### config.mk
export PLATFORM = sky130hd
export DESIGN_NAME = addr_gen
export DESIGN_NICKNAME = d
export VERILOG_FILES = /design/src/deck_pkg.sv /design/src/addr_gen.sv
export SDC_FILE = /design/constraint.sdc
export NUM_CORES = 1
export LEC_CHECK = 0
export BUFFER_PORTS_ARGS = -buffer_cell sky130_fd_sc_hd__buf_2
export CAP_MARGIN = 20
export CORE_ASPECT_RATIO = 2
export CORE_MARGIN = 3
export CORE_UTILIZATION = 50
export CTS_CLUSTER_SIZE = 16
export DETAILED_ROUTE_END_ITERATION = 12
export GPL_TIMING_DRIVEN = 0
export HOLD_SLACK_MARGIN = 0.06
export PLACE_DENSITY = 0.83
export SYNTH_ARGS = -nofsm -noshare
export SYNTH_HDL_FRONTEND = slang
export SYNTH_SLANG_ARGS = --single-unit
### constraint.sdc
create_clock -name CLOCK_50 -period 6.2 [get_ports CLOCK_50]
set_clock_uncertainty 0.05 [all_clocks]
set_input_delay 1.55 -clock CLOCK_50 [delete_from_list [all_inputs] [get_ports CLOCK_50]]
set_output_delay 1.55 -clock CLOCK_50 [all_outputs]
set_load 0.01 [all_outputs]
### src/deck_pkg.sv
package deck_pkg;

	localparam int SAMPLE_W = 16;
	localparam int MAX_FACTOR = 8; // Largest rate factor

	typedef enum logic [2:0] {
		IDLE = 3'd0,
		PLAY = 3'd1,
		REC = 3'd2,
		REC_PAUSE = 3'd3,
		PLAY_PAUSE = 3'd4
	} deck_state_t;

	// Factor holds N-1
	typedef struct packed {
		logic slow;
		logic [2:0] factor;
	} rate_t;

	localparam rate_t RATE_X1 = '{slow: 1'b0, factor: 3'd0};

	// Single-cycle key pulses
	typedef struct packed {
		logic play;
		logic rec;
		logic stop;
		logic faster;
		logic slower;
	} deck_cmd_t;

	typedef logic signed [SAMPLE_W-1:0] sample_t;

	typedef struct packed {
		deck_state_t state;
		rate_t rate;
	} status_t;

	// Interpolation weights that travel with each read
	typedef struct packed {
		logic [2:0] phase;
		logic [2:0] div; // Divisor minus one
	} rd_meta_t;

endpackage

### src/addr_gen.sv
`timescale 1ns/1ns

module addr_gen import deck_pkg::*; #(
	parameter int ADDR_W = 20
) (
	input logic CLOCK_50,
	input logic reset,
	input status_t status,
	input sample_t rec_sample,
	input logic rec_valid,
	output logic rec_ready,
	output logic wr_en,
	output logic [ADDR_W-1:0] wr_addr,
	output sample_t wr_data,
	output logic req_valid,
	input logic req_ready,
	output logic [ADDR_W-1:0] req_addr,
	output rd_meta_t req_meta,
	output logic end_of_data
);

	logic [ADDR_W:0] wr_ptr;
	logic [ADDR_W:0] rec_len; // One past the last written sample
	logic [ADDR_W:0] rd_ptr;
	logic [ADDR_W:0] rd_step;
	logic [2:0] phase;
	logic [1:0] drain; // Stages left to empty after the last request
	logic last_phase;
	logic all_issued;
	logic playing;
	logic req_fire;

	assign playing = (status.state == PLAY) || (status.state == PLAY_PAUSE);
	assign all_issued = (rd_ptr >= rec_len);
	assign last_phase = (phase >= status.rate.factor);

	assign rec_ready = (status.state == REC) && !end_of_data;
	assign wr_en = rec_valid && rec_ready;
	assign wr_addr = wr_ptr[ADDR_W-1:0];
	assign wr_data = rec_sample;

	// No requests in pause
	assign req_valid = (status.state == PLAY) && !all_issued;
	assign req_fire = req_valid && req_ready;
	assign req_addr = rd_ptr[ADDR_W-1:0];
	assign req_meta.phase = status.rate.slow ? phase : 3'd0;
	assign req_meta.div = status.rate.slow ? status.rate.factor : 3'd0;

	always_comb begin
		if (status.rate.slow)
			rd_step = last_phase ? 1 : 0; // Once per N phases
		else
			rd_step = status.rate.factor + 1'b1; // Skip N-1 samples
	end

	always_ff @(posedge CLOCK_50 or posedge reset) begin
		if (reset) begin
			wr_ptr <= '0;
			rec_len <= '0;
			rd_ptr <= '0;
			phase <= '0;
			drain <= 2'd2;
			end_of_data <= 1'b0;
		end else if (status.state == IDLE) begin
			wr_ptr <= '0;
			rd_ptr <= '0;
			phase <= '0;
			drain <= 2'd2;
			end_of_data <= 1'b0;
		end else begin
			if (wr_en) begin
				wr_ptr <= wr_ptr + 1'b1;
				rec_len <= wr_ptr + 1'b1;
				if (&wr_addr)
					end_of_data <= 1'b1; // Memory full
			end
			if (req_fire) begin
				rd_ptr <= rd_ptr + rd_step;
				phase <= (status.rate.slow && !last_phase) ? phase + 3'd1 : 3'd0;
			end
			// Each ready edge moves the last item one stage on
			if (playing && all_issued && drain != 2'd0 && req_ready) begin
				drain <= drain - 2'd1;
				if (drain == 2'd1)
					end_of_data <= 1'b1;
			end
		end
	end

	assert property (@(posedge CLOCK_50) disable iff (reset)
		req_valid |-> ({1'b0, req_addr} < rec_len))
		else $error("addr_gen: read request beyond record length");

endmodule

; Word-level counts from Yosys, hierarchy flattened
; Cells that the tools add are included.
[word_totals]
regBits = 69
wordCells = 55
[classes]
n_addsub = 5
order_cmp = 2
n_eq_ne = 4
n_mux = 18
bitwise = 1
reduce_logical = 19
[ops]
columns = op, count
row1 = $mux 21, 4
row2 = $add 21x1->21 const B, 1
row3 = $add 21x21->21, 1
row4 = $ge 21x21->1, 1
row5 = $reduce_and 20->1, 1
row6 = $mux 3, 5
row7 = $logic_and 1x1->1, 8
row8 = $reduce_bool 2->1, 4
row9 = $mux 1, 6
row10 = $add 3x1->4 const B, 1
row11 = $mux 2, 2
row12 = $mux 4, 1
row13 = $add 3x1->3 const B, 1
row14 = $eq 3x1->1 const B, 1
row15 = $eq 3x2->1 const B, 1
row16 = $eq 3x3->1 const B, 1
row17 = $ge 3x3->1, 1
row18 = $logic_not 1->1, 3
row19 = $logic_not 3->1, 1
row20 = $eq 2x1->1 const B, 1
row21 = $reduce_and 2->1, 1
row22 = $sub 2x1->2 const B, 1
row23 = $logic_or 1x1->1, 1
row24 = $not 1->1, 1

; Depth between registers and ports, before layout
[logic_depth]
depth_word = 7
mapped_depth = 14
mapped_depth_nobuf = 14

; Worst setup path before layout
; Ideal clock, no wire load.
[synth_timing]
kind = input -> output
startpoint = in status[6] (netlist bit)
endpoint = out wr_en
arrival_time_ns = 2.616
path_slack_ns = 1.984
cell_stages = 4
path_buffers = 1
cell_sequence = nor4b_2 nand2_2 clkinv_1 buf_1
[synth_between]
elab_chain_len = 3
[synth_lines]
columns = item, line
row1 = "start, declared", addr_gen.sv:8  ; input status_t status,
row2 = $eq 3x2->1, addr_gen.sv:37  ; assign rec_ready = (status.state == REC) && !end_of_data;
row3 = $logic_and 1x1->1, addr_gen.sv:37
row4 = $logic_and 1x1->1, addr_gen.sv:38  ; assign wr_en = rec_valid && rec_ready;
row5 = "end, declared", addr_gen.sv:12  ; output logic wr_en,
; Every way passes these cells.

; Worst setup path after layout
; Ends and elaborated chain as after synthesis.

==> metrics.txt <==
status finished clean; global-route wire length before repair 18.1 mm; CP max stage delay 0.57 ns; cell taking the most area after synthesis dfrtp_1; Post-Route Utilization 0.608; arrival time worst endpoint 3.39 ns; Period minus WS final 4.99 ns; static leakage 2.81 nW; Finished Cell Area 5480 um2; post-route setup TNS 0 ns; slowest cell on the critical path nor4b_2; worst endpoint required time 4.60 ns; Initial Util 0.513; critical path endpoint category primary output; CTS root buf clkbuf_16; die height 142 um; H-tree levels 3; Worst Tran Pin Value 0.955 ns; Async S/R FF share, synth 1.00; drt pass-1 iters 4; Post-DP HPWL 8.70 mm; Final setup viols 0; CP max FO 10; nets 676; count of final hold-check violations 0; post-DR vias/cell 5.54; Post-CTS Resized 0; fin crit share 0.805; Total GRT Usage 0.223; CTS buffer count 9; VDD IR max 0.000137 V; CP dominant cell by count buf_2; Routed Antenna Nets 0; clock tree buffer depth 2; Overflow after GRT 0; clock-pin slew on the worst setup and hold paths 0.05 ns; Routed WL per cell 15.5 um; crit start category primary input; # port buffers 76; core footprint 9010 um2; Peak Freq 200 MHz; RD Place Congestion 0.869; IO Count 93; YS warnings 0; number of global-route vias before repair 4045; Cell Area, Synth 4630 um2; critical path, cell by cell buf_2, nor4b_2, nand2_2, clkinv_1, buf_1, buf_2; Post-synth EDFFs 0; share of cells above drive strength 1 0.263; dpl cell area 5150 um2; CTS Hold Bufs 0; total DRC errors in the routed layout 0; Setup CP Type in2out; RSZ-0062 raised after global routing no; chip width 74.0 um; critical path's top delay family buffers and inverters; num rows 49; Via Count 3995; area of the die 10500 um2; CTS Sinks 69; final WL 11.2 mm; largest net degree at the start of global routing 45; Area growth, synth to finish 18.6%; 1st-iter DRT viols 282; Final Max Tran Viols 0; Post-synth top flop dfrtp_1; CTS tree built; relative max-transition margin 0.358; Post-CTS Setup Bufs 0; Seq/Total Area, Yosys 0.374; Synth top cells by count 68 x dfrtp_1, 62 x nand2_1, 57 x buf_4, 48 x o21ai_0, 36 x nor2_1; initial antenna violation count 0; buffers plus inverters on the worst setup path 4; post-synth cell types 51; Clk Latency, worst-skew pair 0.34 ns; Post-Syn Nets 588; Hold Path Class reg2reg; post-synth top area share 0.368; Seq cells post-synth 69; Mapped Cells 527; r2r setup slk 2.80 ns; pwr/cell area 230 nW/um2; max_cap viols 0; top-count cell post-synth dfrtp_1; average size of a mapped cell 8.78 um2; # diodes 0; synth top area cells dfrtp_1 37%, buf_4 9.3%, ha_1 8.9%
where the power goes:
| part | total (mW) | switching [mW] | internal [mW] |
|---|---|---|---|
| logic | 0.190 | 0.106 | 0.0839 |
| registers | 0.493 | 0.0192 | 0.474 |
| clock network | 0.579 | 0.188 | 0.391 |
worst min-delay path, stage by stage (launching register included):
cell	delay [ns]
dfrtp_1	0.34
nand2_1	0.04
o21ai_0	0.06
state kept, by name (all words and copies together), names as in the netlist:
signal and cells:
drain 2, end_of_data 1, phase 3, rd_ptr 21, rec_len 21, wr_ptr 21
layout by cell type, fill, tap and decap left out, types with 2 or more instances in the layout:
master     count
o21ai_1        3
a31oi_1        2
nand2b_1       6
inv_1         30
or3_1          2
and4_1         2
xnor2_1       17
bufinv_16      3
and2_1         7
a31o_2         3
ha_1          33
a21o_1         6
dfrtp_1       68
o211ai_1       2
buf_4         57
clkbuf_1      14
or4_1          2
buf_2         79
clkbuf_16      9
nor2b_1        5
and3_1        14
o21ai_0       48
nand3b_1       2
nand2_1       62
xor2_1        11
a21oi_1       21
nor3_1         7
nor3b_1        2
mux2i_1       11
a211oi_1       2
o31ai_1        8
nor2_1        36
nand4_1        6
nand3_1       17
final timing paths:
| path | start | endpoint | depth (start not counted) |
|---|---|---|---|
| setup / recovery | status[6] | wr_en | 6 |
| hold / removal | rec_len[11]$_DFFE_PP0P_ | rec_len[11]$_DFFE_PP0P_ | 2 |
| setup reg to reg | phase[0]$_DFFE_PP0P_ | rd_ptr[20]$_DFFE_PP0P_ | 14 |
| hold reg to reg | rec_len[11]$_DFFE_PP0P_ | rec_len[11]$_DFFE_PP0P_ | 2 |
| max in group asynchronous | reset | rd_ptr[12]$_DFFE_PP0P_ | 3 |
| min in group asynchronous | reset | wr_ptr[3]$_DFFE_PP0P_ | 2 |
metrics by stage:
step	power [mW]	setup slack [ns]	hold slack, ns	instances
final	1.26	1.21	0.425	721
after global routing	1.31	1.14	0.440	721
after CTS	1.27	1.26	0.431	721
after detailed placement	0.691	1.28	0.420	706
after global placement	0.676	1.31	0.412	705
after floorplan	0.629	1.98	0.399	527
layout make-up:
| type | count | area [um2] |
|---|---|---|
| Fill cell | 763 | 3530 |
| Multi-Input combinational cell | 353 | 2290 |
| Sequential cell | 69 | 1730 |
| Buffer | 73 | 492 |
| Timing Repair Buffer | 77 | 400 |
| Clock buffer | 11 | 233 |
| Tap cell | 102 | 128 |
| Inverter | 32 | 120 |
| Clock inverter | 4 | 97.6 |
cell families after synthesis:
| family | synth area share |
|---|---|
| AOI/OAI and AO/OA | 0.128 |
| xor gates and xnor gates | 0.0530 |
| adders and majority gates | 0.0936 |
| buffers and inverters | 0.132 |
| DFF | 0.374 |
| muxes | 0.0238 |
| and+or+nand+nor | 0.196 |
per-layer routing:
layer / routed length, um / share of wire / track usage / vias up
met5: 0 / 0 / 0 / -
met4: 696 / 0.062 / 0.174 / 0
met3: 549 / 0.049 / 0.0332 / 46
met2: 6160 / 0.55 / 0.410 / 145
met1: 3780 / 0.34 / 0.208 / 1879
li1: - / - / - / 1925
No activity file was read; power rests on OpenSTA's default activity.
