### config.mk
export PLATFORM = sky130hd
export DESIGN_NAME = interp
export DESIGN_NICKNAME = d
export VERILOG_FILES = /design/src/deck_pkg.sv /design/src/interp.sv
export SDC_FILE = /design/constraint.sdc
export NUM_CORES = 1
export LEC_CHECK = 0
export BUFFER_PORTS_ARGS = -buffer_cell sky130_fd_sc_hd__buf_2
export CORE_ASPECT_RATIO = 1.2
export CORE_MARGIN = 10
export CORE_UTILIZATION = 35
export DETAILED_ROUTE_END_ITERATION = 6
export PLACE_DENSITY = 0.49
export SYNTH_ARGS = -nofsm -noshare
export SYNTH_HDL_FRONTEND = slang
export SYNTH_SLANG_ARGS = --single-unit
export TNS_END_PERCENT = 20
### constraint.sdc
create_clock -name CLOCK_50 -period 54 [get_ports CLOCK_50]
set_input_delay 2.7 -clock CLOCK_50 [delete_from_list [all_inputs] [get_ports CLOCK_50]]
set_output_delay 2.7 -clock CLOCK_50 [all_outputs]
set_load 0.1 [all_outputs]
### src/deck_pkg.sv
package deck_pkg;

	localparam int SAMPLE_W = 16;
	localparam int MAX_FACTOR = 8; // Largest rate factor

	typedef enum logic [2:0] {
		IDLE = 3'd0,
		PLAY = 3'd1,
		REC = 3'd2,
		REC_PAUSE = 3'd3,
		PLAY_PAUSE = 3'd4
	} deck_state_t;

	// Factor holds N-1
	typedef struct packed {
		logic slow;
		logic [2:0] factor;
	} rate_t;

	localparam rate_t RATE_X1 = '{slow: 1'b0, factor: 3'd0};

	// Single-cycle key pulses
	typedef struct packed {
		logic play;
		logic rec;
		logic stop;
		logic faster;
		logic slower;
	} deck_cmd_t;

	typedef logic signed [SAMPLE_W-1:0] sample_t;

	typedef struct packed {
		deck_state_t state;
		rate_t rate;
	} status_t;

	// Interpolation weights that travel with each read
	typedef struct packed {
		logic [2:0] phase;
		logic [2:0] div; // Divisor minus one
	} rd_meta_t;

endpackage

### src/interp.sv
`timescale 1ns/1ns

module interp import deck_pkg::*; (
	input logic CLOCK_50,
	input logic reset,
	input logic flush,
	input logic rd_valid,
	output logic rd_ready,
	input sample_t rd_data,
	input rd_meta_t rd_meta,
	output logic play_valid,
	input logic play_ready,
	output sample_t play_sample
);

	sample_t prev; // Sample of the previous address
	logic signed [4:0] w_prev;
	logic signed [4:0] w_cur;
	logic signed [SAMPLE_W+3:0] sum;
	logic signed [SAMPLE_W+3:0] quot;
	logic take;

	assign rd_ready = !play_valid || play_ready;
	assign take = rd_valid && rd_ready;

	// (N-p)*prev + p*cur, then divide by N
	always_comb begin
		w_cur = $signed({2'b00, rd_meta.phase});
		w_prev = $signed({2'b00, rd_meta.div}) + 5'sd1 - w_cur;
		sum = w_prev * prev + w_cur * rd_data;
		case (rd_meta.div)
			3'd0: quot = rd_data; // x1 and fast rates
			3'd1: quot = sum / 2;
			3'd2: quot = sum / 3;
			3'd3: quot = sum / 4;
			3'd4: quot = sum / 5;
			3'd5: quot = sum / 6;
			3'd6: quot = sum / 7;
			3'd7: quot = sum / 8;
		endcase
	end

	always_ff @(posedge CLOCK_50 or posedge reset) begin
		if (reset) begin
			play_valid <= 1'b0;
			prev <= '0;
		end else if (flush) begin
			play_valid <= 1'b0;
			prev <= '0; // First address weighs against silence
		end else begin
			if (rd_ready)
				play_valid <= rd_valid;
			if (take && rd_meta.phase >= rd_meta.div)
				prev <= rd_data; // Last phase of this address
		end
	end

	always_ff @(posedge CLOCK_50) begin
		if (take)
			play_sample <= quot[SAMPLE_W-1:0];
	end

endmodule

* Word-level counts from Yosys, hierarchy flattened
Index checks and enable logic that the tools add are counted.
** Operators by class
- Add/sub/neg operators :: 6
- Multipliers :: 2
- Div/mod/pow operators :: 4
- Magnitude comparators :: 1
- Eq/ne operators :: 7
- Mux-type cells :: 5
- Bitwise logic cells :: 3
- Reduce and logical (&&, ||, !) cells :: 9
** Operators by type and width (number)
- case mux 16 bit (8 select lines) :: 1
- divider 32 x 4 -> 32 bit, second input constant :: 3
- adder 16 x 1 -> 16 bit :: 3
- divider 32 x 3 -> 32 bit, second input constant :: 1
- two-way mux 16 bit :: 2
- adder 20 bit :: 1
- multiplier 4 x 16 -> 20 bit :: 1
- multiplier 5 x 16 -> 20 bit :: 1
- equality test 3 bit, second input constant :: 4
- equality test 3 x 2 -> 1 bit, second input constant :: 2
- subtractor 4 x 3 -> 5 bit :: 1
- adder 3 x 1 -> 4 bit, second input constant :: 1
- nonzero test 2 bit :: 2
- AND 1 bit :: 3
- equality test 3 x 1 -> 1 bit, second input constant :: 1
- greater-or-equal comparator 3 bit :: 1
- zero test 3 bit :: 1
- OR reduction 3 bit :: 1
- logical AND 1 bit :: 2
- two-way mux 1 bit :: 2
- OR reduction 2 bit :: 1
- zero test 1 bit :: 1
- logical OR 1 bit :: 1
** Storage, ports and cells
- Bits in registers :: 33
- Bits of input ports :: 27
- Logic and storage cells :: 40

* Longest topological paths before layout
- Word-level depth :: 8
- Gate-level depth with buffers :: 333
- Gate-level depth less buffers :: 309

* Worst setup path before layout
No wires, ideal clock.
- Path kind :: input port to flip-flop
- From :: input port rd_meta[1] (netlist bit)
- To :: register play_sample[14] (data pin)
- Library setup time :: 269 ps
- Data arrival time :: 65175 ps
- Required time :: 53731 ps
- Slack :: -11444 ps
- Stages :: 302
- Path buffers :: 25
- Cells stage by stage :: clkbuf_8 > inv_1 > nand2_1 > nor2_1 > ha_1 > o211a_1 > nor3_2 > o31a_1 > o21ai_1 > ha_1 > a21oi_1 > o21ai_1 > or2_2 > nor3_1 > nor3_1 > ha_1 > o21a_1 > o21ai_0 > [... 266 more ...] > nor2_1 > a21oi_1 > ha_1 > nor2_1 > nand3_1 > a211oi_1 > nand3_1 > a21oi_1 > o2111ai_1 > a2111oi_4 > and2_1 > and4_1 > ha_1 > nand3_1 > o21ai_0 > xor2_1 > a221oi_1 > a21oi_1
** On the way
- Cells in the longest elaborated chain, start to end :: 8
** RTL lines
- from (decl) :: line interp.sv:10 : input rd_meta_t rd_meta,
- parallel branches: the longest is 7 deep, another holds divider 32 x 4 -> 32 bit
- case mux 16 bit (8 select lines) * :: line interp.sv:31 : case (rd_meta.div)
- named net quot[14] :: line interp.sv:20 : logic signed [SAMPLE_W+3:0] quot;
- to (signal assigned) :: line interp.sv:60 : play_sample <= quot[SAMPLE_W-1:0];
- to (decl) :: line interp.sv:13 : output sample_t play_sample
Mark *: on every way through the listed nets, which the timed path passes.
A chain may end at the register's enable or synchronous reset.

* Worst setup path in the final report
- From :: input port rd_meta[2] (netlist bit)
- To :: register play_sample[10] (data pin)
** On the way
- Cells in the longest elaborated chain, start to end :: 8
** RTL lines (line)
- parallel branches: the longest is 7 deep, another holds divider 32 x 4 -> 32 bit
- case mux 16 bit (8 select lines) * :: interp.sv:31
- named net quot[10] :: interp.sv:20
Marked as above.

==> results.md <==
- Final hold violation count: 0
- Non-Filler Instances: between 4000 and 5000
- Max-cap violations: 0
- CP Launch Type: primary input
- Gr usage total: between 20% and 30%
- Area of the multi-input gates: ~25000 µm²
- Number of synthesized flops with an enable pin: 16
- Slew HR: between 20% and 30%
- Post-CTS Hold Buffers: 0
- Pin count of the biggest net entering global routing: 31
- Worst-path clk slew: about 60 ps
- Distinct cells, synth: around 190
- Critical R2R Capture: play_sample[10]$_DFFE_PP_
- Hold Path Class: reg2reg
- Leading area contributor after synthesis: ha_1
- Placer congestion estimate: around 0.9
- Register area: roughly 900 µm²
- Starting density of the core: between 30% and 40%
- Vias per inst: between 5 and 6
- Post-route ant nets: 0
- Clock tree buffer depth: 2
- Yosys warns: 0
- PortBufs: 44
- DRT iter0 DRCs: 1893
- CP Capture Type: flop
- GR Overflow Total: 0
- Nets: 4116
- CTS Sinks: 33
- Top cells by area, synth: ha_1 8.2%, fa_1 7.7%, xnor2_1 6.3%, nor2_1 5.4%, nand2_1 4.4%
- Layout area overhead: 23.00%
- Min Tclk post-route: ~53000 ps
- Worst Skew: 6.927 ps
- Cell count after synthesis: ~3400
- Worst path arrival time: between 50000 and 60000 ps
- Initial antenna violation count: 0
- Clk root buf: clkbuf_16
- Die Wd: 266.4 µm
- Filler instances: between 7000 and 8000
- Die area: between 80000 and 90000 µm²
- Mapped Area: around 25000 µm²
- Most common cell in the netlist: nor2_1
- Top cells by count, synth: 368 x nor2_1, 302 x nand2_1, 191 x a21oi_1, 184 x xnor2_1, 170 x inv_1
- Avg WL per Cell: about 20 µm
- Path depth of the worst reg2reg path: 262
- Final Max Slew Viols: 0
- Clock Latency Late Sink: between 200 and 300 ps
- Hold Path Depth: 2
- Min-delay src: play_valid$_DFFE_PP0P_
- Ys async rst share: 51.52%
- Most used cell, CP: o21ai_2
- First-pass GRT wire length: ~150000 µm
- CP Class: in2reg
- CP max-delay cell: or4_4
- First drt pass iteration count: 5
- CTS tree: yes
- Flops & latches, synth: 33
- Via Count: ~27000
- Req. time, crit path: around 54000 ps
- Achievable Freq: between 0.015 and 0.02 GHz
- WL final: between 90000 and 100000 µm
- Drc violations: 0
- Via count of the first global-routing pass: 26630
- Register area share after synthesis: 3.554%
- Area share of the largest cell type after synthesis: between 8 and 9%
- Worst-Margin Slew: 1077 ps
- Placed instance count: 4607
- Antenna cells: 0
- Fin util: between 40% and 50%
- Status: complete, no violations
- FF-to-FF setup slack: between 4000 and 5000 ps
- Total CTS buffers: 5
- # IOs: 45
- Period utilisation layout: 98.05%
- Count of final setup violators: 0
- Die height: about 320 µm
- Synth Flop Type: dfrtp_1
- Reg2reg start: prev[0]$_DFFE_PP0P_
- RSZ-0062 raised after global routing: yes
- Post-Syn Area per Cell: roughly 7.4 µm²
- Crit-path max FO: 8
- Row count: around 110
- Share of cells above drive strength 1: roughly 29%
- CP peak stage delay: 570 ps
- Hold Path Sink: play_valid$_DFFE_PP0P_
- Core area: between 70000 and 80000 µm²
- DP HPWL: 78500 µm
- H-tree depth: 2
[stage by stage]
stage          cell area [µm²]  hold WS (ps)  TNS [ps]  worst slack (ps)
2_1_floorplan            26580         534.7    -68630             -4732
3_5_place_dp             29330         589.1    -16660             -1335
5_1_grt                  31360         612.3    -28080             -1947
4_1_cts                  30020         595.6         0             14.82
6_report                 31360         601.1         0              1051
3_3_place_gp             29330         567.5     -1045            -182.8
[worst max-delay path by stage]
stage	start	to	slack [ps]	cells past startpoint
after detailed placement	rd_meta[2]	play_sample[10]$_DFFE_PP_	-1330	279
after CTS	rd_meta[2]	play_sample[10]$_DFFE_PP_	10	291
after global placement	rd_meta[1]	play_sample[4]$_DFFE_PP_	-180	282
after global routing	rd_meta[2]	play_sample[10]$_DFFE_PP_	-1950	297
after floorplan	rd_meta[0]	play_sample[10]$_DFFE_PP_	-4730	314
final	rd_meta[2]	play_sample[10]$_DFFE_PP_	1050	293
[sequential cells by signal, summed over array words and instances, names as in the netlist]
signal	cells
play_valid	1
play_sample	16
prev	16
[final cells by class]
type                    count  area share [%]
inverters                 173           2.107
multi-input cells        3127           79.41
flip-flops and latches     33           2.889
clock buffers               8          0.4669
well taps                 935           3.731
repair buffers            483           11.40
[routing by layer]
| layer | vias to the layer above | routed length, µm | track usage (%) |
|---|---|---|---|
| li1 | 13470 | - | - |
| met2 | 555 | 46760 | 38.72 |
| met3 | 128 | 3261 | 1.438 |
| met5 | - | 0 | 0 |
| met4 | 0 | 2740 | 6.005 |
| met1 | 13130 | 42400 | 27.71 |
[critical path, delay by kind of cell]
family,cells,cell delay [ps]
simple gates,122,21000
compound gates,116,17540
fa+ha+maj,30,7740
mux,7,1990
buf+inv,17,1800
xor+xnor,1,80
[cell families after synthesis]
| kind of cell | Yosys count | synth area share, % |
|---|---|---|
| mux | 90 | 3.725 |
| buf+inv | 276 | 5.556 |
| fa+ha+maj | 268 | 16.02 |
| xor+xnor | 287 | 10.27 |
| simple gates | 1518 | 33.23 |
| compound gates | 952 | 27.63 |
| other cells | 1 | 0.01471 |
| flops | 33 | 3.554 |
[cell usage in the layout, fill, tap and decap left out, drive strengths merged, types with 111 or more instances in the layout]
master / n
nand2: 311
nand3: 111
and2: 117
nor2: 377
nor3: 141
xnor2: 191
ha: 168
a21oi: 204
o21ai: 194
buf: 482
inv: 169
[repair_timing]
item,4_1_cts,5_1_grt
setup endpoints to repair,16,16
resized for setup,45,109
pin swaps,38,188
buffers inserted,48,97
Power is not shown: default switching activity piles up to over one toggle a cycle in this logic, so the estimate is an artifact.
