### src/deck_pkg.sv
package deck_pkg;

	localparam int SAMPLE_W = 16;
	localparam int MAX_FACTOR = 8; // Largest rate factor

	typedef enum logic [2:0] {
		IDLE = 3'd0,
		PLAY = 3'd1,
		REC = 3'd2,
		REC_PAUSE = 3'd3,
		PLAY_PAUSE = 3'd4
	} deck_state_t;

	// Factor holds N-1
	typedef struct packed {
		logic slow;
		logic [2:0] factor;
	} rate_t;

	localparam rate_t RATE_X1 = '{slow: 1'b0, factor: 3'd0};

	// Single-cycle key pulses
	typedef struct packed {
		logic play;
		logic rec;
		logic stop;
		logic faster;
		logic slower;
	} deck_cmd_t;

	typedef logic signed [SAMPLE_W-1:0] sample_t;

	typedef struct packed {
		deck_state_t state;
		rate_t rate;
	} status_t;

	// Interpolation weights that travel with each read
	typedef struct packed {
		logic [2:0] phase;
		logic [2:0] div; // Divisor minus one
	} rd_meta_t;

endpackage

### src/speed_select.sv
`timescale 1ns/1ns

module speed_select import deck_pkg::*; (
	input logic CLOCK_50,
	input logic reset,
	input deck_cmd_t cmd,
	input logic speed_enable,
	output rate_t rate
);

	rate_t rate_next;
	logic step_up;
	logic step_down;

	assign step_up = cmd.faster && !cmd.slower;
	assign step_down = cmd.slower && !cmd.faster;

	always_comb begin
		rate_next = rate;
		if (!speed_enable) begin
			rate_next = RATE_X1;
		end else if (step_up) begin
			if (rate.slow) begin
				if (rate.factor == 3'd1)
					rate_next = RATE_X1; // 1/2 back to x1
				else
					rate_next.factor = rate.factor - 3'd1;
			end else if (rate.factor == 3'(MAX_FACTOR - 1)) begin
				rate_next = RATE_X1; // Wrap from x8
			end else begin
				rate_next.factor = rate.factor + 3'd1;
			end
		end else if (step_down) begin
			if (!rate.slow) begin
				if (rate.factor == 3'd0) begin
					rate_next.slow = 1'b1; // x1 into 1/2
					rate_next.factor = 3'd1;
				end else begin
					rate_next.factor = rate.factor - 3'd1;
				end
			end else if (rate.factor == 3'(MAX_FACTOR - 1)) begin
				rate_next = RATE_X1; // Wrap from 1/8
			end else begin
				rate_next.factor = rate.factor + 3'd1;
			end
		end
	end

	always_ff @(posedge CLOCK_50 or posedge reset) begin
		if (reset)
			rate <= RATE_X1;
		else
			rate <= rate_next;
	end

	assert property (@(posedge CLOCK_50) disable iff (reset) !(rate.slow && rate.factor == 3'd0))
		else $error("speed_select: slow rate with factor 0");

endmodule

### config.mk
export PLATFORM = sky130hd
export DESIGN_NAME = speed_select
export DESIGN_NICKNAME = d
export VERILOG_FILES = /design/src/deck_pkg.sv /design/src/speed_select.sv
export SDC_FILE = /design/constraint.sdc
export NUM_CORES = 1
export LEC_CHECK = 0
export BUFFER_PORTS_ARGS = -buffer_cell sky130_fd_sc_hd__clkbuf_2
export CORE_AREA = 5 5 42 44
export DETAILED_ROUTE_END_ITERATION = 10
export DIE_AREA = 0 0 47 49
export SLEW_MARGIN = 10
export SYNTH_ARGS = -nofsm -noshare
export SYNTH_HDL_FRONTEND = slang
export SYNTH_SLANG_ARGS = --single-unit
### constraint.sdc
create_clock -name CLOCK_50 -period 2.9 [get_ports CLOCK_50]
set_input_delay 0.145 -clock CLOCK_50 [delete_from_list [all_inputs] [get_ports CLOCK_50]]
set_output_delay 0.145 -clock CLOCK_50 [all_outputs]
set_load 0.02 [all_outputs]
Word-level counts from Yosys, hierarchy flattened
Cells that the tools add are included.
{"block": "classes", "muxes": 11, "reduce_logical": 5, "n_eq_ne": 3, "add_sub_neg": 2}
{"operator": "4-bit 2-to-1 mux", "n": 5}
{"operator": "3-bit 2-to-1 mux", "n": 3}
{"operator": "3-bit by 1-bit adder with 3-bit output (second input constant)", "n": 1}
{"operator": "3-bit by 1-bit == test with 1-bit output (second input constant)", "n": 1}
{"operator": "3-bit == test (second input constant)", "n": 1}
{"operator": "3-bit zero test", "n": 1}
{"operator": "1-bit 2-to-1 mux", "n": 3}
{"operator": "3-bit by 1-bit inequality test with 1-bit output (second input constant)", "n": 1}
{"operator": "3-bit by 1-bit subtractor with 3-bit output (second input constant)", "n": 1}
{"operator": "1-bit logical AND", "n": 2}
{"operator": "1-bit zero test", "n": 2}
{"block": "totals", "elab_cells": 23, "output_inout_bits": 4, "input_bits": 8, "register_bits": 4}

Logic depth before layout (Yosys ltp)
{"block": "depth", "word_depth": 6, "mapped_depth": 6, "mapped_depth_nobuf": 6}

Worst setup path before layout
No wires, ideal clock.
{"block": "synth_timing", "path_kind": "register to register", "from": "reg rate[0] (netlist name)", "to": "reg rate[0] (netlist name)", "path_stages_with_launch": 7, "slack_ns": 1.226, "arrival_ns": 1.597, "required_time_ns": 2.822, "setup_ns": 0.078, "path_buffers": 0, "period_less_slack_ns": 1.674, "path_cell_list": "dfrtp_1 ha_1 ha_1 nor2b_1 a2111oi_2 a31oi_1 a21boi_1"}
{"block": "synth_between", "elab_chain_len": 6, "word_cells_on_any_way": 13, "cone_classes": "add/sub (2); eq/ne (2); mux (8); reduce/logical (1)"}
{"item": "start, declared", "line": "speed_select.sv:8", "source": "output rate_t rate"}
{"item": "start signal, assigned", "line": "speed_select.sv:53", "source": "rate <= rate_next;"}
{"item": "3-bit by 1-bit subtractor with 3-bit output (tied with other cells)", "line": "speed_select.sv:27, speed_select.sv:39"}
{"item": "3-bit 2-to-1 mux, on equally long branches", "line": "speed_select.sv:35, speed_select.sv:28, speed_select.sv:41"}
{"item": "4-bit 2-to-1 mux", "line": "speed_select.sv:34", "source": "if (!rate.slow) begin"}
{"item": "4-bit 2-to-1 mux", "line": "speed_select.sv:33", "source": "end else if (step_down) begin"}
{"item": "4-bit 2-to-1 mux *", "line": "speed_select.sv:22", "source": "end else if (step_up) begin"}
{"item": "4-bit 2-to-1 mux *", "line": "speed_select.sv:20", "source": "if (!speed_enable) begin"}
Mark *: on every way between the ends. The rest lies on a longest branch, timed or not. The select of a mux whose other input is x is not followed.
A chain may end at the register's enable or synchronous reset.

Worst setup path after layout
{"block": "layout_timing", "from": "reg rate[0] (netlist name)", "to": "reg rate[2] (netlist name)"}
Same word-level chain as after synthesis.

==> impl_metrics.ini <==
[run_status]
outcome = finished, final reports clean

[setup_path]
critical_path.cell_chain = inv_1, ha_1, or3b_1, a21oi_1, a211oi_1, o31ai_2
crit_family = flip-flops
critPathKind = flop to flop
crit_arrival_ns = 1.86
reg2reg_depth = 6
worst_setup_path_end_kind = flop
worst_path_required_time_ns = 3.04
r2r_setup_slack_ns = 1.18
worst_setup_path_startpoint = rate[0]$_DFFE_PP0P_
crit_buf_inv = 1
worstPathMaxFanout = 7
crit_cells = 6
start_kind = flop
worst_setup_path_endpoint = rate[2]$_DFFE_PP0P_
r2r_end = rate[2]$_DFFE_PP0P_
crit_slowest_cell = sky130_fd_sc_hd__dfrtp_1
source_of_the_worst_register_to_register_timing_path = rate[0]$_DFFE_PP0P_
critPathMaxStageDelay_ns = 0.47

[sta]
final_critical_path_setup_slack_ns = 1.18
report.final.hold_viol_count = 0
slew-limit-headroom_pct = 71.9
finalCriticalPeriod_ns = 1.72
totalNegativeSetupSlack_ns = 0
achievable-frequency_mhz = 581
final-max-slew-violation-count = 0
setup_violations = 0
worst-slew-pin-transition_ns = 0.422
finalHoldWorstSlack_ns = 0.164
clock_skew_ns = 0.00498
finalCritPeriodShare_pct = 59.3
rsz0062_at_grt = no

[clock_tree]
tritoncts_clock_tree = built
clock_pin_slew_reported_for_the_worst_setup_and_hold_paths_after_clock_tree_synthesis_ns = 0.04
cts-root-buf = sky130_fd_sc_hd__clkbuf_4
cts-buffers-inserted = 3
clk-insertion-delay-late_ns = 0.23
post_cts.repair.setup_buffers = 0
cts_hold_buffers_added = 1
clkSinkCount = 4
post_cts_resized = 0
cts_buffer_depth = 2
htreeDepth = 1

[hold_path]
timing.hold.worst.class = input pin to flop

[global_route]
initial_antenna_violation_count = 0
gr-usage-all-layers_pct = 9.74
grt_start_max_net_pins = 15
grt_first_pass_wirelength_mm = 1.61
first_global_vias = 383
grt_remaining_overflow = 0

[logic_synthesis]
syn-mean-instance-area_um2 = 8.56
synth_top_flop_cell = sky130_fd_sc_hd__dfrtp_1
synth-adder-area-share_pct = 14.6
yosys.area_share.simple_pct = 28.1
netlist_instances = 50
async_flop_share_pct = 100
synthesis_stage_register_bit_count = 4
mappedNetlistNets = 63
syn_area_um2 = 428
synth_top_family_by_area = simple AND/OR/NAND/NOR gates
synth_top_area_share_pct = 23.4
synth-compound-area-share_pct = 23.1
synth_top_cell_by_area = sky130_fd_sc_hd__dfrtp_1
synth_common_cells = 5 x sky130_fd_sc_hd__ha_1, 5 x sky130_fd_sc_hd__nor2_1, 4 x sky130_fd_sc_hd__dfrtp_1, 4 x sky130_fd_sc_hd__inv_1
synthMuxAreaShare_pct = 4.68
count_of_distinct_cell_types_in_the_synthesized_netlist = 25
synth_xor_area_share_pct = 0
area_contributors_post_synth = sky130_fd_sc_hd__dfrtp_1 23%, sky130_fd_sc_hd__ha_1 15%, sky130_fd_sc_hd__mux2i_1 4.7%
edff_count_synth = 0
yosysWarningCount = 0
proportion_of_synthesized_chip_area_in_sequential_cells_pct = 23.4

[place]
postPlaceCellArea_um2 = 477
port_buffers = 8
final_gp_congestion = 0.832
dp_worst_setup_slack_ns = 1.18
detailed_place_hpwl_um = 738

[finish]
fin_nets = 76
area.growth.synth_to_final_pct = 19.0
final_core_utilization_pct = 36.3
insertedDiodeCount = 0
reg_top3 = rate (4)
drive_gt1_share_pct = 23.0
largest_reg_flops = 4
finished_cell_area_um2 = 509
largest-register = rate

[power_and_ir_drop]
ir_worst_vdd_uv = 312
powerDensity_mw_per_mm2 = 403
p_leak_nw = 0.237

[drt]
vias_per_cell = 5.12
dr_total_vias = 394
detail_route.wl_per_cell_um = 12.1
route.detailed.drc = 0
antenna_violating_nets_post_route = 0
drt_iter0_drc = 7
drt_wl_total_um = 928
detailedRoute.firstPassIterationCount = 4

[floorplan]
design.portCount = 12
die_h_um = 49
core-area_mm2 = 0.00140
placementRows = 14
dieWidth_um = 47
die-area_mm2 = 0.00230
floorplan.initialDensity_pct = 30.5

[flow_run]
max-cap-violations = 0
[cell families (layout without fill, tap and decap cells)]
group,count (synthesis),after routing
adders and majority gates,5,5
muxes,2,2
AOI/OAI and AO/OA,13,13
DFF,4,4
buffers and inverters,5,16
and+or+nand+nor,21,21
[worst reg2reg max path: stages (launching register included)]
cell and delay, ns:
sky130_fd_sc_hd__dfrtp_1 0.47, sky130_fd_sc_hd__inv_1 0.12, sky130_fd_sc_hd__ha_1 0.24, sky130_fd_sc_hd__or3b_1 0.36, sky130_fd_sc_hd__a21oi_1 0.17, sky130_fd_sc_hd__a211oi_1 0.08
sky130_fd_sc_hd__o31ai_2 0.19
[cells in the final DEF, fill, tap and decap left out]
cell type                       netlist  layout
sky130_fd_sc_hd__clkbuf_2             0       8
sky130_fd_sc_hd__nor3b_1              1       1
sky130_fd_sc_hd__inv_1                4       4
sky130_fd_sc_hd__a21boi_1             1       1
sky130_fd_sc_hd__nand3_1              2       2
sky130_fd_sc_hd__or3b_1               1       1
sky130_fd_sc_hd__nor3_1               2       2
sky130_fd_sc_hd__mux2i_1              2       2
sky130_fd_sc_hd__nand2b_1             3       3
sky130_fd_sc_hd__nor2_1               5       5
sky130_fd_sc_hd__a21oi_1              2       2
sky130_fd_sc_hd__ha_1                 5       5
sky130_fd_sc_hd__nor2b_1              3       3
sky130_fd_sc_hd__and4bb_2             1       1
sky130_fd_sc_hd__o21ai_0              2       2
sky130_fd_sc_hd__nand2_1              2       2
sky130_fd_sc_hd__a211oi_1             1       1
sky130_fd_sc_hd__o31ai_2              1       1
sky130_fd_sc_hd__dfrtp_1              4       4
sky130_fd_sc_hd__a21o_1               1       1
sky130_fd_sc_hd__o31ai_1              1       1
sky130_fd_sc_hd__a2111oi_2            1       1
sky130_fd_sc_hd__and2b_1              1       1
sky130_fd_sc_hd__dlygate4sd3_1        0       1
sky130_fd_sc_hd__clkbuf_4             0       3
sky130_fd_sc_hd__a31oi_1              2       2
sky130_fd_sc_hd__a32oi_1              1       1
[metrics by stage]
| step | std cells | power (mW) |
|---|---|---|
| floorplan | 50 | 0.121 |
| global placement | 73 | 0.137 |
| detailed placement | 73 | 0.138 |
| CTS | 77 | 0.210 |
| global route | 77 | 0.227 |
| finish | 77 | 0.205 |
[how the worst min path moves through the flow]
stage | end | slack [ns] | depth (start not counted) | startpoint
after floorplan | rate[0]$_DFFE_PP0P_ | -0.09 | 1 | reset
after global placement | rate[3]$_DFFE_PP0P_ | 0.01 | 2 | reset
after detailed placement | rate[3]$_DFFE_PP0P_ | 0.01 | 2 | reset
after CTS | rate[3]$_DFFE_PP0P_ | 0.15 | 3 | speed_enable
after global routing | rate[3]$_DFFE_PP0P_ | 0.18 | 3 | speed_enable
final | rate[3]$_DFFE_PP0P_ | 0.16 | 3 | speed_enable
[layout make-up]
type	instances	area, µm²
fill	156	892
multi-input combinational	41	302
sequential	4	100
timing repair buffer	9	50.0
clock buffer	3	22.5
tap	16	20.0
inverter	4	15.0
[where the power goes]
group	internal, mW	total, mW	leakage [nW]	switching (mW)
Sequential	0.0606	0.0719	0.0537	0.0112
Clock	0.0462	0.0675	0.0138	0.0214
Combinational	0.0293	0.0658	0.169	0.0366
[layer usage]
layer | wire [µm] | track usage (%)
met1 | 391 | 11.7
met2 | 474 | 14.5
met3 | 62 | 5.54
met4 | 0 | 2.76
met5 | 0 | 0
Note: power is estimated with default switching activity, not from simulation.
