--- src/deck_pkg.sv ---
package deck_pkg;

	localparam int SAMPLE_W = 16;
	localparam int MAX_FACTOR = 8; // Largest rate factor

	typedef enum logic [2:0] {
		IDLE = 3'd0,
		PLAY = 3'd1,
		REC = 3'd2,
		REC_PAUSE = 3'd3,
		PLAY_PAUSE = 3'd4
	} deck_state_t;

	// Factor holds N-1
	typedef struct packed {
		logic slow;
		logic [2:0] factor;
	} rate_t;

	localparam rate_t RATE_X1 = '{slow: 1'b0, factor: 3'd0};

	// Single-cycle key pulses
	typedef struct packed {
		logic play;
		logic rec;
		logic stop;
		logic faster;
		logic slower;
	} deck_cmd_t;

	typedef logic signed [SAMPLE_W-1:0] sample_t;

	typedef struct packed {
		deck_state_t state;
		rate_t rate;
	} status_t;

	// Interpolation weights that travel with each read
	typedef struct packed {
		logic [2:0] phase;
		logic [2:0] div; // Divisor minus one
	} rd_meta_t;

endpackage

--- src/transport_fsm.sv ---
`timescale 1ns/1ns

module transport_fsm import deck_pkg::*; (
	input logic CLOCK_50,
	input logic reset,
	input deck_cmd_t cmd,
	input logic end_of_data,
	output deck_state_t state
);

	deck_state_t state_next;
	logic key_play;
	logic key_rec;
	logic key_stop;

	// A key counts only when it is the sole transport key
	assign key_play = cmd.play && !cmd.rec && !cmd.stop;
	assign key_rec = cmd.rec && !cmd.play && !cmd.stop;
	assign key_stop = cmd.stop && !cmd.play && !cmd.rec;

	always_comb begin
		state_next = state;
		case (state)
			IDLE: begin
				if (key_play)
					state_next = PLAY;
				else if (key_rec)
					state_next = REC;
			end
			PLAY: begin
				if (key_stop || end_of_data)
					state_next = IDLE;
				else if (key_play)
					state_next = PLAY_PAUSE;
			end
			REC: begin
				if (key_stop || end_of_data)
					state_next = IDLE; // Stop or memory full
				else if (key_rec)
					state_next = REC_PAUSE;
			end
			PLAY_PAUSE: begin
				if (key_stop)
					state_next = IDLE;
				else if (key_play)
					state_next = PLAY;
			end
			REC_PAUSE: begin
				if (key_stop)
					state_next = IDLE;
				else if (key_rec)
					state_next = REC;
			end
			default: state_next = IDLE;
		endcase
	end

	always_ff @(posedge CLOCK_50 or posedge reset) begin
		if (reset)
			state <= IDLE;
		else
			state <= state_next;
	end

	assert property (@(posedge CLOCK_50) disable iff (reset)
		state inside {IDLE, PLAY, REC, REC_PAUSE, PLAY_PAUSE})
		else $error("transport_fsm: illegal state %0d", state);

endmodule

--- config.mk ---
export PLATFORM = sky130hd
export DESIGN_NAME = transport_fsm
export DESIGN_NICKNAME = d
export VERILOG_FILES = /design/src/deck_pkg.sv /design/src/transport_fsm.sv
export SDC_FILE = /design/constraint.sdc
export NUM_CORES = 1
export LEC_CHECK = 0
export ABC_AREA = 0
export BUFFER_PORTS_ARGS = -buffer_cell sky130_fd_sc_hd__buf_2
export CAP_MARGIN = 15
export CORE_AREA = 2 2 39 41
export DETAILED_ROUTE_END_ITERATION = 10
export DIE_AREA = 0 0 41 43
export PLACE_DENSITY_LB_ADDON = 0.05
export SLEW_MARGIN = 25
export SYNTH_ARGS = -nofsm -noshare
export SYNTH_HDL_FRONTEND = slang
export SYNTH_SLANG_ARGS = --single-unit
export TNS_END_PERCENT = 30
--- constraint.sdc ---
create_clock -name CLOCK_50 -period 1.3 [get_ports CLOCK_50]
set_input_delay 0.26 -clock CLOCK_50 [delete_from_list [all_inputs] [get_ports CLOCK_50]]
set_output_delay 0.26 -clock CLOCK_50 [all_outputs]
set_load 0.01 [all_outputs]
# After elaboration in Yosys (flattened, before gate mapping)
# Cells that the tools add are included.
dict set report totals {
  reg_bits 3
  in_bits 8
  output_inout_bits 3
}
dict set report op_classes {
  eq_ne 7
  reduce_logical 12
  muxes 10
}
# cell n
set op_table {}
lappend op_table {{3-bit two-way mux} 9}
lappend op_table {{3-bit case mux with 5 select lines} 1}
lappend op_table {{3-bit inequality test, second input constant} 3}
lappend op_table {{3-bit by 2-bit equality test with 1-bit output, second input constant} 2}
lappend op_table {{1-bit logical AND} 6}
lappend op_table {{3-bit by 1-bit equality test with 1-bit output, second input constant} 1}
lappend op_table {{3-bit equality test, second input constant} 1}
lappend op_table {{1-bit zero test} 3}
lappend op_table {{3-bit zero test} 1}
lappend op_table {{3-bit AND reduction} 1}
lappend op_table {{1-bit logical OR} 1}

# Logic depth before layout (Yosys ltp)
# Gate-level depths: netlist of the first run.
dict set report logic_depth {
  depth_word 6
  mapped_depth 5
  ltp_nobuf 4
}

# Worst setup path after synthesis of the first run
# Ideal clock, no wire load.
dict set report synth_timing {
  path_kind {flip-flop to flip-flop}
  from {reg state[0]}
  to {reg state[0]}
  setup_time_ns 0.127
  path_slack_ns -0.142
  stages_incl_launch_ff 6
  arrival_time_ns 1.315
  synth_period_minus_slack_ns 1.442
  n_path_buf 1
  path_cell_list {dfrtp_1 -> buf_2 -> nor4b_1 -> o2bb2ai_1 -> nor3_1 -> a31oi_1}
}
dict set report synth_between {
  elab_chain_len 3
  word_cells_on_any_way 13
  classes_between {eq/ne: 7; mux: 4; reduce/logical: 2}
}
# item line_no
set synth_lines {}
lappend synth_lines {{start: declaration} transport_fsm.sv:8} ;# output deck_state_t state
lappend synth_lines {{start signal: assignment} transport_fsm.sv:62} ;# state <= state_next;
lappend synth_lines {{3-bit by 2-bit equality test with 1-bit output, or another cell as far along} transport_fsm.sv:23} ;# case (state)
lappend synth_lines {{3-bit inequality test (no line), or another cell as far along} --}
lappend synth_lines {{3-bit AND reduction (no line) or 3-bit case mux with 5 select lines (tied branches)} --}
# Parallel ways exist; a longest one is shown, timed or not.
# A chain may end at the register's enable or synchronous reset.

# Worst setup path after layout of the first run
dict set report layout_timing {
  from {reg state[1]}
  to {reg state[0]}
}
dict set report layout_between {
  elab_chain_len 3
  word_cells_on_any_way 10
  classes_between {eq/ne: 7; mux: 1; reduce/logical: 2}
}
# item line_no
set layout_lines {}
lappend layout_lines {{3-bit by 2-bit equality test with 1-bit output, or another cell as far along} transport_fsm.sv:23}
lappend layout_lines {{3-bit inequality test (no line)} --}
lappend layout_lines {{3-bit AND reduction (no line)} --}
# Parallel ways exist; a longest one is shown, timed or not.

==> impl_metrics.ini, run 1 <==
[logic_synthesis]
yosysWarnings = 0
synth_cell_type_count = 27
synth_top_area_share = 0.224
synth_area_leaders = dfrtp_1, nor2_1, buf_2, nand3_1, a221oi_2
syn_avg_cell_area_um2 = 7.98
syn_area_um2 = 335
seq_area_frac_synth = 0.224
yosys_register_bits = 3
syn_inst = 42
synth_top_area_cell = dfrtp_1
synth_nets = 50

[layout]
drive_gt1_frac = 0.466
fin_nets = 67
seqCellArea_um2 = 78.8
final_cell_mix = buf_2, buf_4, nor2_1
fillCellCount = 157
postLayoutCoreUtil = 0.351
top_regs = state x3
largest_reg_flops = 3
stdcell_area_um2 = 485
regMostFlops = state
syn2layout_area_growth_pct = 44.8
multi_input_area_um2 = 235
n_antenna_cell = 0

[route]
viasPerCell = 4.92
drc_errors = 0
vias = 364
first_iter_violations = 9
avgRoutedWirePerCell_um = 11.8
drt_pass1_iterations = 4
drtAntennaViolNets = 0
drt-total-wl_um = 875

[power]
swShare = 0.385
seqPwrFrac = 0.251
power.switching_uw = 295
irDropWorstVdd_mv = 0.673
clkPwrFrac = 0.230
p_int_uw = 470
power_frac_comb = 0.519
power_density_nw_per_um2 = 1580
p_leak_uw = 0.000216

[sta]
drv_slew = 0
setup_viol = 0
finClkSkew_ns = 0.00848
setup_ws_ns = 0.0481
hold_ws_ns = 0.415
min_period_over_period = 0.963
fmax_mhz = 799
timing.slew.headroom = 0.808
final_hold_viol_count = 0
rsz0062_at_grt = true
tightest_slew_ns = 0.287
final.min_clock_period_ns = 1.25

[global_routing]
overflow = 0
use_met2 = 0.178
grt_first_pass_wirelength_mm = 1.51
antenna_found_initial = 0
grtUsageMet1 = 0.164
grt_pass1_vias = 357
gr-max-usage-layer = met2
grt_max_degree = 8
globalRouteMet3Util = 0.0366
grtUsageTotal = 0.134

[run]
max_cap_violations = 0

[die]
core-area_um2 = 1380
ios = 11
rows = 14
die_y_um = 43
die_w_um = 41
initial_core_util = 0.242
dieArea_um2 = 1760

[place]
port_buffers = 8
placed_area_um2 = 445
dp_hpwl_um = 712
gp_congestion = 0.835
post-place-ws_ns = -0.0645

[setup_path]
end_kind = register
critPathSlowestCell = dfrtp_2
start_kind = register
arrival_ns = 1.37
cp_max_fo = 6
cp_top_family = simple AND/OR/NAND/NOR gates
crit_chain = nor4b_4 -> a221oi_2 -> nor3_1 -> a31oi_1
max_stage_delay_ns = 0.44
path_buf_inv = 0
criticalPathCategory = reg -> reg
crit_required_ns = 1.41

[cts]
cts_tree = yes
clkLatencyLatePin_ns = 0.25
post_cts_buffers = 0
cts_buffer_depth = 2
cts_sinks = 3
clk_pin_slew_ns = 0.04
cts_root_buffer = clkbuf_4
htreeDepth = 1
cts_buffers = 3

[worst_hold_path]
hold_class = in -> reg

[run_status]
status = completed
-- metal layers --
metal,up-vias,part of all wire
li1,187,-
met1,165,0.45
met2,10,0.47
met3,2,0.047
met4,0,0.032
met5,-,0
-- final cells by class --
| cell class | instances | area share |
|---|---|---|
| Tap cell | 16 | 0.0412 |
| Sequential cell | 3 | 0.162 |
| Multi-Input combinational cell | 30 | 0.485 |
| Timing Repair Buffer | 17 | 0.227 |
| Inverter | 4 | 0.0309 |
| Clock buffer | 4 | 0.0541 |
-- worst paths after layout --
check	start	slack (ns)	cells past startpoint	to
max reg2reg	state[1]$_DFFE_PP0P_	0.05	4	state[0]$_DFFE_PP0P_
min reg2reg	state[2]$_DFFE_PP0P_	0.76	3	state[2]$_DFFE_PP0P_
max in group asynchronous	reset	0.74	3	state[1]$_DFFE_PP0P_
min	cmd[4]	0.41	4	state[2]$_DFFE_PP0P_
min in group asynchronous	reset	0.42	3	state[2]$_DFFE_PP0P_
max	state[1]$_DFFE_PP0P_	0.05	4	state[0]$_DFFE_PP0P_
-- cells by family after synthesis --
| family | synth area share |
|---|---|
| AO/OA/AOI/OAI | 0.295 |
| XOR/XNOR | 0.0522 |
| buffers and inverters | 0.146 |
| flip-flops | 0.224 |
| AND/OR/NAND/NOR | 0.284 |
-- cell usage after synthesis --
master     n
a221oi_2   1
buf_2      3
xor2_1     1
a21oi_1    2
nor3_1     1
a211o_1    1
nor2_1     5
buf_4      1
a31oi_1    1
o21ai_0    2
or2b_1     1
dfrtp_1    3
or3b_1     1
buf_6      1
nand3_1    3
nor4b_2    1
o31ai_1    1
o2bb2ai_1  1
o22ai_1    1
and3_2     1
o21a_1     1
nor4b_1    1
inv_1      4
or3b_2     1
o311a_1    1
a311oi_1   1
xnor2_1    1
-- power by group through the flow --
stage / clock network [µW] / registers (µW) / logic, µW
global placement: 0 / 191 / 393
CTS: 182 / 191 / 398
detailed placement: 0 / 189 / 393
finish: 176 / 192 / 397
floorplan: 0 / 152 / 290
global route: 190 / 201 / 435
-- per-stage QoR --
stage	std cells	total power (µW)	setup TNS, ns
floorplan	42	442	0
global route	74	825	-0.0445
global placement	69	583	-0.0753
CTS	74	772	0
finish	74	765	0
detailed placement	69	582	-0.0645
-- what timing repair did --
action / in CTS / in global routing
gates cloned: 0 / 0
endpoints found under the setup margin: 2 / 3
hold buffers: 1 / 0
hold endpoints to repair: 3 / 0
pin swaps: 0 / 3
gates resized for setup: 2 / 1
-- tightest hold or removal path: stages --
cell and delay, ns:
buf_2 0.09, buf_4 0.13, nand3_1 0.07, o31ai_1 0.06
(Power assumes the default switching activity.)
==> run 2: changes to the inputs <==
--- a/config.mk
+++ b/config.mk
@@ -8,9 +8,11 @@
 export ABC_AREA = 0
 export BUFFER_PORTS_ARGS = -buffer_cell sky130_fd_sc_hd__buf_2
 export CAP_MARGIN = 15
-export CORE_AREA = 2 2 39 41
+export CELL_PAD_IN_SITES_DETAIL_PLACEMENT = 1
+export CELL_PAD_IN_SITES_GLOBAL_PLACEMENT = 2
+export CORE_MARGIN = 2
+export CORE_UTILIZATION = 22
 export DETAILED_ROUTE_END_ITERATION = 10
-export DIE_AREA = 0 0 41 43
 export PLACE_DENSITY_LB_ADDON = 0.05
 export SLEW_MARGIN = 25
 export SYNTH_ARGS = -nofsm -noshare
==> impl_metrics.ini, run 2 (same netlist as run 1, synthesis figures left out) <==
[sta]
setup_viol = 1
min_period_over_period = 1.03
final.min_clock_period_ns = 1.33
fmax_mhz = 749
rsz0062_at_grt = true
tightest_slew_ns = 0.300
finClkSkew_ns = 0.000434
setup_ws_ns = -0.0347
drv_slew = 0
timing.slew.headroom = 0.799
final_hold_viol_count = 0

[place]
port_buffers = 8
place_inst = 69
post-place-ws_ns = -0.128
dp_hpwl_um = 834
gp_congestion = 0.822

[cts]
cts_buffers = 3
cts_buffer_depth = 2
htreeDepth = 1
clk_pin_slew_ns = 0.04
clkLatencyLatePin_ns = 0.23
cts_root_buffer = clkbuf_4
cts_tree = yes
cts_sinks = 3

[route]
first_iter_violations = 9
drtAntennaViolNets = 0
drt-total-wl_mm = 1.08
drc_errors = 0
viasPerCell = 5.13
vias = 385
avgRoutedWirePerCell_um = 14.3
drt_pass1_iterations = 2

[setup_path]
crit_chain = nor4b_4 -> o21a_1 -> nor3_2 -> a31oi_1
criticalPathCategory = reg -> reg
max_stage_delay_ns = 0.45
cp_top_family = flip-flops
path_buf_inv = 0
start_kind = register
r2r_slack_ns = -0.03
arrival_ns = 1.47
cp_max_fo = 6
ff2ff_path_depth = 4
r2r-start = state[1]$_DFFE_PP0P_
critPathSlowestCell = dfrtp_2
end_kind = register
crit_required_ns = 1.43
reg2reg_to = state[0]$_DFFE_PP0P_

[power]
clkPwrFrac = 0.204
p_leak_uw = 0.000223
p_total_uw = 777
seqPwrFrac = 0.259
power_frac_comb = 0.538
power_density_nw_per_um2 = 1560
irDropWorstVdd_mv = 0.338
power.switching_uw = 304
swShare = 0.391
p_int_uw = 473

[global_routing]
grtUsageTotal = 0.136
grt_pass1_vias = 398
grt_first_pass_wirelength_mm = 1.83
grt_max_degree = 8
antenna_found_initial = 0
overflow = 0

[layout]
fin_cells = 75
drive_gt1_frac = 0.475
largest_reg_flops = 3
final_common_cell = buf_4
fin_nets = 68
fillCellCount = 197
n_antenna_cell = 0
final_cell_mix = buf_4, buf_2, nor2_1
top_regs = state x3
syn2layout_area_growth_pct = 48.1
regMostFlops = state

[die]
die_y_um = 43.0
die_w_um = 43.0
ios = 11
core-area_um2 = 1470
dieArea_um2 = 1850
initial_core_util = 0.228
rows = 14

[run]
max_cap_violations = 0

[worst_hold_path]
hold_class = in -> async

[run_status]
status = complete, but fails checks
violations = setup timing
## run 2: changes by cell type in the layout (fill, tap and decap cells not counted)
cell,before,now
nor3_2,0,1
dfrtp_1,0,1
buf_4,8,9
dfrtp_2,3,2
nor3_1,1,0
## run 2: cell type report
cell class,instances,area [µm²],share of cell area
repair buffers,18,118,0.237
flip-flops and latches,3,77.6,0.156
multi-input cells,30,240,0.484
inverters,4,15.0,0.0302
clock buffers,4,26.3,0.0529
well taps,16,20.0,0.0403
## run 2: power groups by stage
| stage | sequential, µW | combinational [µW] | clock, µW |
|---|---|---|---|
| after global placement | 188 | 390 | 0 |
| final | 201 | 418 | 158 |
| after CTS | 205 | 414 | 168 |
| after detailed placement | 197 | 400 | 0 |
| after global routing | 209 | 456 | 181 |
| after floorplan | 152 | 290 | 0 |
## run 2: repair_timing
action,in CTS,in global routing
hold endpoints to repair,3,0
setup endpoints to repair,4,2
gates cloned,0,0
buffers inserted,0,1
pin swaps,3,2
hold buffers,1,0
resized for setup,3,0
## run 2: worst reg2reg max path, delay by kind of cell, from the launching register on
kind             cells  cell delay, ns
flip-flops           1            0.45
AO/OA/AOI/OAI        2            0.37
AND/OR/NAND/NOR      2            0.42
## run 2: worst max path at each step
stage / from / endpoint / slack (ns) / depth (start not counted)
final: state[1]$_DFFE_PP0P_ / state[0]$_DFFE_PP0P_ / -0.03 / 4
after global routing: state[1]$_DFFE_PP0P_ / state[0]$_DFFE_PP0P_ / -0.12 / 4
after CTS: state[1]$_DFFE_PP0P_ / state[0]$_DFFE_PP0P_ / -0.03 / 4
after detailed placement: cmd[2] / state[0]$_DFFE_PP0P_ / -0.13 / 5
after global placement: cmd[2] / state[0]$_DFFE_PP0P_ / -0.09 / 5
after floorplan: cmd[4] / state[0]$_DFFE_PP0P_ / 0.00002 / 5
## run 2: layer usage
layer | vias to the layer above | routed length, µm | track usage
li1 | 187 | - | -
met1 | 190 | 524 | 0.179
met2 | 8 | 521 | 0.209
met3 | 0 | 30 | 0.0255
met4 | 0 | 0 | 0.0727
met5 | - | 0 | 0
## run 2: metrics by stage
stage | setup TNS [ns] | hold slack, ns | util | instance area [µm²]
after floorplan | 0 | 0.0136 | - | 359
after global placement | -0.0906 | 0.120 | 0.303 | 445
after detailed placement | -0.152 | 0.127 | 0.303 | 445
after CTS | -0.0375 | 0.431 | 0.332 | 489
after global routing | -0.217 | 0.445 | 0.338 | 497
final | -0.0347 | 0.441 | 0.338 | 497
